$ cat src/design/nnLayer_cfg.svh
`ifndef NN_LAYER_CFG_SVH
`define NN_LAYER_CFG_SVH

// frame and layer geometry
`define NN_FEATURES 15
`define NN_NEURONS 4

// the score is the accumulator shifted right by this many bits
`define NN_FRAC_SHIFT 6
`define NN_SAT_MAX 127

// weight vectors are packed with feature 14 in the top byte and feature 0 in the bottom byte
`define NN_W0 {8'sd8, 8'sd40, -8'sd24, -8'sd26, 8'sd42, -8'sd10, 8'sd28, 8'sd22, \
	8'sd4, -8'sd28, 8'sd62, -8'sd18, 8'sd46, -8'sd22, 8'sd8}
`define NN_W1 {-8'sd12, 8'sd30, 8'sd6, -8'sd20, 8'sd14, 8'sd36, -8'sd8, 8'sd10, \
	-8'sd32, 8'sd18, 8'sd2, 8'sd24, -8'sd16, 8'sd12, 8'sd20}
`define NN_W2 {8'sd20, -8'sd6, 8'sd16, 8'sd34, -8'sd14, 8'sd8, 8'sd26, -8'sd30, \
	8'sd12, 8'sd4, -8'sd18, 8'sd22, 8'sd38, -8'sd10, -8'sd4}
`define NN_W3 {-8'sd2, 8'sd14, -8'sd36, 8'sd10, 8'sd24, -8'sd20, 8'sd18, 8'sd6, \
	-8'sd12, 8'sd30, 8'sd16, -8'sd8, 8'sd4, 8'sd26, -8'sd22}

// biases sit at product scale, so 64 is one score step
`define NN_B0 -16'sd1536
`define NN_B1 16'sd640
`define NN_B2 16'sd0
`define NN_B3 16'sd320

`endif

$ cat src/design/nnPkg.sv
package nnPkg;

	// input feature or neuron score
	typedef logic signed [7:0] feature_t;

	typedef logic signed [7:0] weight_t;

	// one feature times one weight
	typedef logic signed [15:0] product_t;

	// fifteen products plus the bias fit without overflow
	typedef logic signed [22:0] accum_t;

	typedef logic signed [15:0] bias_t;

	// index of the winning neuron
	typedef logic [1:0] classId_t;

	typedef enum logic [1:0]
	{
		LD_IDLE,
		LD_CAPTURE,
		LD_WAITDROP,
		LD_BUSY
	} loaderState_t;

	typedef enum logic [1:0]
	{
		RS_IDLE,
		RS_OFFER,
		RS_WAITDROP
	} resultState_t;

endpackage

$ cat src/design/featureLoader.sv
`timescale 1ns/10ps
`include "nnLayer_cfg.svh"

module featureLoader
(
	input logic clk,
	input logic reset,
	input logic featureReq,
	input nnPkg::feature_t featureData,
	output logic featureAck,
	input logic frameDone,
	output nnPkg::feature_t [`NN_FEATURES-1:0] featureBank,
	output logic frameValid
);

	localparam int countWidth = $clog2(`NN_FEATURES);
	localparam logic [countWidth-1:0] lastSlot = countWidth'(`NN_FEATURES - 1);

	nnPkg::loaderState_t state;
	logic [countWidth-1:0] featureCount;
	logic launch; // frame is complete, frameValid goes out next cycle

	always_ff @(posedge clk)
	begin
		if (reset)
		begin
			state <= nnPkg::LD_IDLE;
			featureCount <= '0;
			featureAck <= 1'b0;
			featureBank <= '0;
			launch <= 1'b0;
			frameValid <= 1'b0;
		end
		else
		begin
			frameValid <= launch;
			launch <= 1'b0;
			case (state)
				nnPkg::LD_IDLE:
				begin
					if (featureReq)
						state <= nnPkg::LD_CAPTURE;
				end
				nnPkg::LD_CAPTURE:
				begin
					featureBank[featureCount] <= featureData; // host holds data while req is high
					featureAck <= 1'b1;
					state <= nnPkg::LD_WAITDROP;
				end
				nnPkg::LD_WAITDROP:
				begin
					if (!featureReq)
					begin
						featureAck <= 1'b0;
						if (featureCount == lastSlot)
						begin
							featureCount <= '0;
							launch <= 1'b1;
							state <= nnPkg::LD_BUSY;
						end
						else
						begin
							featureCount <= featureCount + 1'b1;
							state <= nnPkg::LD_IDLE;
						end
					end
				end
				nnPkg::LD_BUSY:
				begin
					// the bank feeds the neurons until the result handshake is over
					if (frameDone)
						state <= nnPkg::LD_IDLE;
				end
				default:
					state <= nnPkg::LD_IDLE;
			endcase
		end
	end

endmodule

$ cat src/design/neuron.sv
`timescale 1ns/10ps
`include "nnLayer_cfg.svh"

module neuron
#(
	parameter nnPkg::weight_t [`NN_FEATURES-1:0] weights = '0,
	parameter nnPkg::bias_t bias = '0
)
(
	input logic clk,
	input logic reset,
	input nnPkg::feature_t [`NN_FEATURES-1:0] featureBank,
	input logic frameValid,
	output nnPkg::feature_t score,
	output logic scoreValid
);

	localparam int fracShift = `NN_FRAC_SHIFT;
	localparam int scoreWidth = $bits(nnPkg::feature_t);
	localparam int signBit = $bits(nnPkg::accum_t) - 1;
	localparam int highLow = fracShift + scoreWidth - 1; // lowest bit of the overflow field
	localparam logic [scoreWidth-1:0] satMax = scoreWidth'(`NN_SAT_MAX);

	nnPkg::feature_t [`NN_FEATURES-1:0] featureReg;
	nnPkg::product_t products [`NN_FEATURES];
	nnPkg::accum_t sumNext;
	nnPkg::accum_t accum;
	logic roundUp;
	logic [scoreWidth:0] rounded;
	nnPkg::feature_t scoreNext;
	logic [2:0] validPipe;

	// stage 1 products come straight off the registered features
	always_comb
	begin
		sumNext = bias;
		for (int i = 0; i < `NN_FEATURES; i++)
		begin
			products[i] = featureReg[i] * weights[i];
			sumNext = sumNext + products[i];
		end
	end

	// ReLU, then round half down and saturate
	always_comb
	begin
		roundUp = accum[fracShift-1] && (accum[fracShift-2:0] != '0);
		rounded = {1'b0, accum[fracShift +: scoreWidth]} + (scoreWidth+1)'(roundUp);
		if (accum[signBit])
			scoreNext = '0;
		else if (accum[signBit-1:highLow] != '0)
			scoreNext = satMax;
		else if (rounded > {1'b0, satMax})
			scoreNext = satMax; // rounding carried past the limit
		else
			scoreNext = rounded[scoreWidth-1:0];
	end

	always_ff @(posedge clk)
	begin
		if (reset)
		begin
			featureReg <= '0;
			accum <= '0;
			score <= '0;
			validPipe <= '0;
		end
		else
		begin
			featureReg <= featureBank;
			accum <= sumNext;
			score <= scoreNext;
			validPipe <= {validPipe[1:0], frameValid};
		end
	end

	assign scoreValid = validPipe[2];

endmodule

$ cat src/design/resultStage.sv
`timescale 1ns/10ps
`include "nnLayer_cfg.svh"

module resultStage
(
	input logic clk,
	input logic reset,
	input nnPkg::feature_t score0,
	input nnPkg::feature_t score1,
	input nnPkg::feature_t score2,
	input nnPkg::feature_t score3,
	input logic scoreValid,
	output logic resultReq,
	input logic resultAck,
	output nnPkg::classId_t classId,
	output nnPkg::feature_t scoreOut0,
	output nnPkg::feature_t scoreOut1,
	output nnPkg::feature_t scoreOut2,
	output nnPkg::feature_t scoreOut3,
	output logic frameDone
);

	nnPkg::resultState_t state;
	nnPkg::feature_t scoresIn [`NN_NEURONS];
	nnPkg::feature_t bestScore;
	nnPkg::classId_t bestId;

	assign scoresIn[0] = score0;
	assign scoresIn[1] = score1;
	assign scoresIn[2] = score2;
	assign scoresIn[3] = score3;

	always_comb
	begin
		bestId = '0;
		bestScore = scoresIn[0];
		for (int i = 1; i < `NN_NEURONS; i++)
		begin
			if (scoresIn[i] > bestScore) // strict compare keeps the lower index on a tie
			begin
				bestId = nnPkg::classId_t'(i);
				bestScore = scoresIn[i];
			end
		end
	end

	always_ff @(posedge clk)
	begin
		if (reset)
		begin
			state <= nnPkg::RS_IDLE;
			resultReq <= 1'b0;
			frameDone <= 1'b0;
			classId <= '0;
			scoreOut0 <= '0;
			scoreOut1 <= '0;
			scoreOut2 <= '0;
			scoreOut3 <= '0;
		end
		else
		begin
			frameDone <= 1'b0;
			case (state)
				nnPkg::RS_IDLE:
				begin
					if (scoreValid)
					begin
						classId <= bestId;
						scoreOut0 <= score0;
						scoreOut1 <= score1;
						scoreOut2 <= score2;
						scoreOut3 <= score3;
						resultReq <= 1'b1;
						state <= nnPkg::RS_OFFER;
					end
				end
				nnPkg::RS_OFFER:
				begin
					if (resultAck)
					begin
						resultReq <= 1'b0;
						state <= nnPkg::RS_WAITDROP;
					end
				end
				nnPkg::RS_WAITDROP:
				begin
					if (!resultAck)
					begin
						frameDone <= 1'b1; // releases the loader for the next frame
						state <= nnPkg::RS_IDLE;
					end
				end
				default:
					state <= nnPkg::RS_IDLE;
			endcase
		end
	end

endmodule

$ cat src/design/nnLayer.sv
`timescale 1ns/10ps
`include "nnLayer_cfg.svh"

module nnLayer
(
	input logic clk,
	input logic reset,
	input logic featureReq,
	input nnPkg::feature_t featureData,
	output logic featureAck,
	output logic resultReq,
	input logic resultAck,
	output nnPkg::classId_t classId,
	output nnPkg::feature_t score0,
	output nnPkg::feature_t score1,
	output nnPkg::feature_t score2,
	output nnPkg::feature_t score3
);

	nnPkg::feature_t [`NN_FEATURES-1:0] featureBank;
	logic frameValid;
	logic frameDone;
	logic scoreValid;
	nnPkg::feature_t neuronScore0;
	nnPkg::feature_t neuronScore1;
	nnPkg::feature_t neuronScore2;
	nnPkg::feature_t neuronScore3;

	featureLoader i_featureLoader
	(
		.clk(clk),
		.reset(reset),
		.featureReq(featureReq),
		.featureData(featureData),
		.featureAck(featureAck),
		.frameDone(frameDone),
		.featureBank(featureBank),
		.frameValid(frameValid)
	);

	// all four neurons share one timing, so neuron 0 alone flags the scores
	neuron #(.weights(`NN_W0), .bias(`NN_B0)) i_neuron0
	(
		.clk(clk),
		.reset(reset),
		.featureBank(featureBank),
		.frameValid(frameValid),
		.score(neuronScore0),
		.scoreValid(scoreValid)
	);

	neuron #(.weights(`NN_W1), .bias(`NN_B1)) i_neuron1
	(
		.clk(clk),
		.reset(reset),
		.featureBank(featureBank),
		.frameValid(frameValid),
		.score(neuronScore1),
		.scoreValid()
	);

	neuron #(.weights(`NN_W2), .bias(`NN_B2)) i_neuron2
	(
		.clk(clk),
		.reset(reset),
		.featureBank(featureBank),
		.frameValid(frameValid),
		.score(neuronScore2),
		.scoreValid()
	);

	neuron #(.weights(`NN_W3), .bias(`NN_B3)) i_neuron3
	(
		.clk(clk),
		.reset(reset),
		.featureBank(featureBank),
		.frameValid(frameValid),
		.score(neuronScore3),
		.scoreValid()
	);

	resultStage i_resultStage
	(
		.clk(clk),
		.reset(reset),
		.score0(neuronScore0),
		.score1(neuronScore1),
		.score2(neuronScore2),
		.score3(neuronScore3),
		.scoreValid(scoreValid),
		.resultReq(resultReq),
		.resultAck(resultAck),
		.classId(classId),
		.scoreOut0(score0),
		.scoreOut1(score1),
		.scoreOut2(score2),
		.scoreOut3(score3),
		.frameDone(frameDone)
	);

endmodule

$ cat config.mk
export PLATFORM = sky130hd
export DESIGN_NAME = nnLayer
export DESIGN_NICKNAME = d
export VERILOG_FILES = /design/src/design/nnPkg.sv /design/src/design/featureLoader.sv /design/src/design/neuron.sv /design/src/design/resultStage.sv /design/src/design/nnLayer.sv
export VERILOG_INCLUDE_DIRS = /design/src /design/src/design
export SDC_FILE = /design/constraint.sdc
export NUM_CORES = 2
export LEC_CHECK = 0
export BUFFER_PORTS_ARGS = -buffer_cell sky130_fd_sc_hd__buf_2
export CAP_MARGIN = 20
export CORE_ASPECT_RATIO = 1.4
export CORE_UTILIZATION = 59
export CTS_CLUSTER_SIZE = 14
export DETAILED_ROUTE_END_ITERATION = 16
export GPL_ROUTABILITY_DRIVEN = 1
export PLACE_DENSITY = 0.78
export SLEW_MARGIN = 40
export SYNTH_ARGS = -nofsm -noshare
export SYNTH_HDL_FRONTEND = slang
export SYNTH_HIERARCHICAL = 1
export SYNTH_SLANG_ARGS = --single-unit
$ cat constraint.sdc
create_clock -name clk -period 10.2 [get_ports clk]
set_clock_uncertainty 0.1 [all_clocks]
set_input_delay 2.04 -clock clk [delete_from_list [all_inputs] [get_ports clk]]
set_output_delay 2.04 -clock clk [all_outputs]
set_load 0.005 [all_outputs]
==> run metrics <==
status=complete, but fails checks; violated checks=setup timing; CTS buffer count=81; final slew viol count=0; HPWL Detailed=164,000 um; Worst Path Buf+Inv=9; synthesized instance count=7,645; share of layout cells above drive strength 1=0.0609; die boundary height=422 um; CP most frequent cell=fa_1; Worst EP arrival=10.81 ns; Remaining DRCs=0; gr busiest metal=met2; Core Footprint=125,000 um^2; # rows=153; Worst Setup Slack, final=-0.0996 ns; largest net degree at the start of global routing=160; CP peak stage delay=0.52 ns; Worst EP required=10.71 ns; RePlAce Congestion=0.981; GRT Util Overall=0.315; worst-skew pair later-pin latency=0.69 ns; syn nets=9,662; antenna violations before repair=7; Final min period=10.30 ns; grt ovf=0; clk slew on worst S/H paths=0.06 ns; Initial Util=0.597; Crit Path Class=reg2reg; num ports=48; RSZ-0062 raised after global routing=true; max cap viols=0; fmax=97.1 MHz; Relative slew margins=0.354; die width=302 um; final setup TNS=-0.177 ns; DR vias/cell=5.44; cell family contributing the most delay on the critical path=adder cells; Max rail drop VDD=0.000116 V; H-tree lvl count=3; PortBufs=47; count of final setup violators=2; Min-Delay Path Class=reg2reg; pwr dens=101 nW/um^2; Startpoint Class=flop; Crit. End Element=flop; YS warnings=6; met3 usage=0.0355; Synth Cell Area=74,500 um^2; GR Layer Usage met1=0.346; met2 GRT Util=0.561; area grow syn2layout=7.87%; Worst Tran Pin Value=0.967 ns; DRT Pass-1 Iters=5; first-pass GRT wire length=303,000 um; clock root buffer master=clkbuf_16; Avg Synthesized Cell Area=9.74 um^2; Final period util=1.01; Slowest cell on crit path=fa_1; static leakage=40.2 nW; Nets=9,776; final core utilization=0.644; count of final hold-check violations=0; vias in the first global route=55,000; 1st-iter DRT viols=2,934; Total Routed Length=195,000 um; drt wl/cell=20.7 um; vias post-DR=51,400; final antenna-violating net count=0; Die ar.=128,000 um^2; total power=8.10 mW; clock sink count=770; CTS tree=done; Clock Path Buffers=3; critical path fanouts, max=4
final cells by class:
cell class              instances  area (um^2)
diodes                          2         5.00
multi-input cells            5049        52600
well taps                    1627         2040
clock inverters                40          524
fillers                      9819        44500
flip-flops and latches        770        15400
clock buffers                 105         2260
repair buffers                144         1020
inverters                    1713         6430
stage by stage:
stage	setup WS, ns	instances	hold WS [ns]	cell area [um^2]
after floorplan	0.0334	7645	0.314	74600
after global placement	-0.281	9301	0.329	77200
after detailed placement	-0.301	9301	0.326	77200
after CTS	-0.135	9447	0.341	80200
after global routing	-0.472	9449	0.362	80300
final	-0.0996	9450	0.336	80400
layer usage:
metal  share of wire  up-vias  wire length, um
met2            0.51     1242            99500
met1            0.36    25500            71200
met3           0.044      515             8570
li1                -    24200                -
met4           0.083        4            16200
met5         0.00012        -               23
state kept, by name, indices dropped and copies added (netlist names), 120 cells and up:
name and flops:
i_neuron1/featureReg 120, i_neuron3/featureReg 120, i_neuron0/featureReg 120, i_featureLoader/featureBank 120
i_neuron2/featureReg 120
cell usage in the layout, fill, tap and decap left out, types with 25 or more instances in the layout:
master	instances
nand3_1	43
mux2_2	27
buf_4	91
o21a_1	56
nor2b_1	584
a21o_1	93
o21ai_1	26
xnor2_1	295
o21bai_1	44
buf_2	46
xor2_1	184
or2_2	25
nor2_1	281
fa_1	934
o21ai_0	138
ha_1	1051
nor3_1	70
a21oi_1	271
nand2b_1	172
nand2_1	181
inv_1	1707
mux2i_1	139
a211oi_1	27
clkbuf_16	82
dfxtp_1	765
power breakdown:
part | total (mW) | switching [mW] | internal [mW] | leakage [nW]
registers | 3.20 | 0.0969 | 3.10 | 6.23
clock network | 3.14 | 1.38 | 1.77 | 1.34
logic | 1.76 | 0.994 | 0.763 | 32.6
what timing repair did:
item,CTS,global route
endpoints found under the hold margin,0,0
pin swaps,35,16
resized for setup,38,31
hold buffers,0,0
setup buffers,3,1
setup endpoints to repair,6,12
worst paths after layout:
path              slack (ns)                endpoint                      from  depth (start not counted)
setup / recovery        -0.1     i_neuron3/accum[22]  i_neuron3/featureReg[43]                         38
hold / removal          0.34  i_neuron0/validPipe[1]    i_neuron0/validPipe[0]                          1
setup reg to reg        -0.1     i_neuron3/accum[22]  i_neuron3/featureReg[43]                         38
hold reg to reg         0.34  i_neuron0/validPipe[1]    i_neuron0/validPipe[0]                          1
Note: power is estimated with default switching activity, not from simulation.
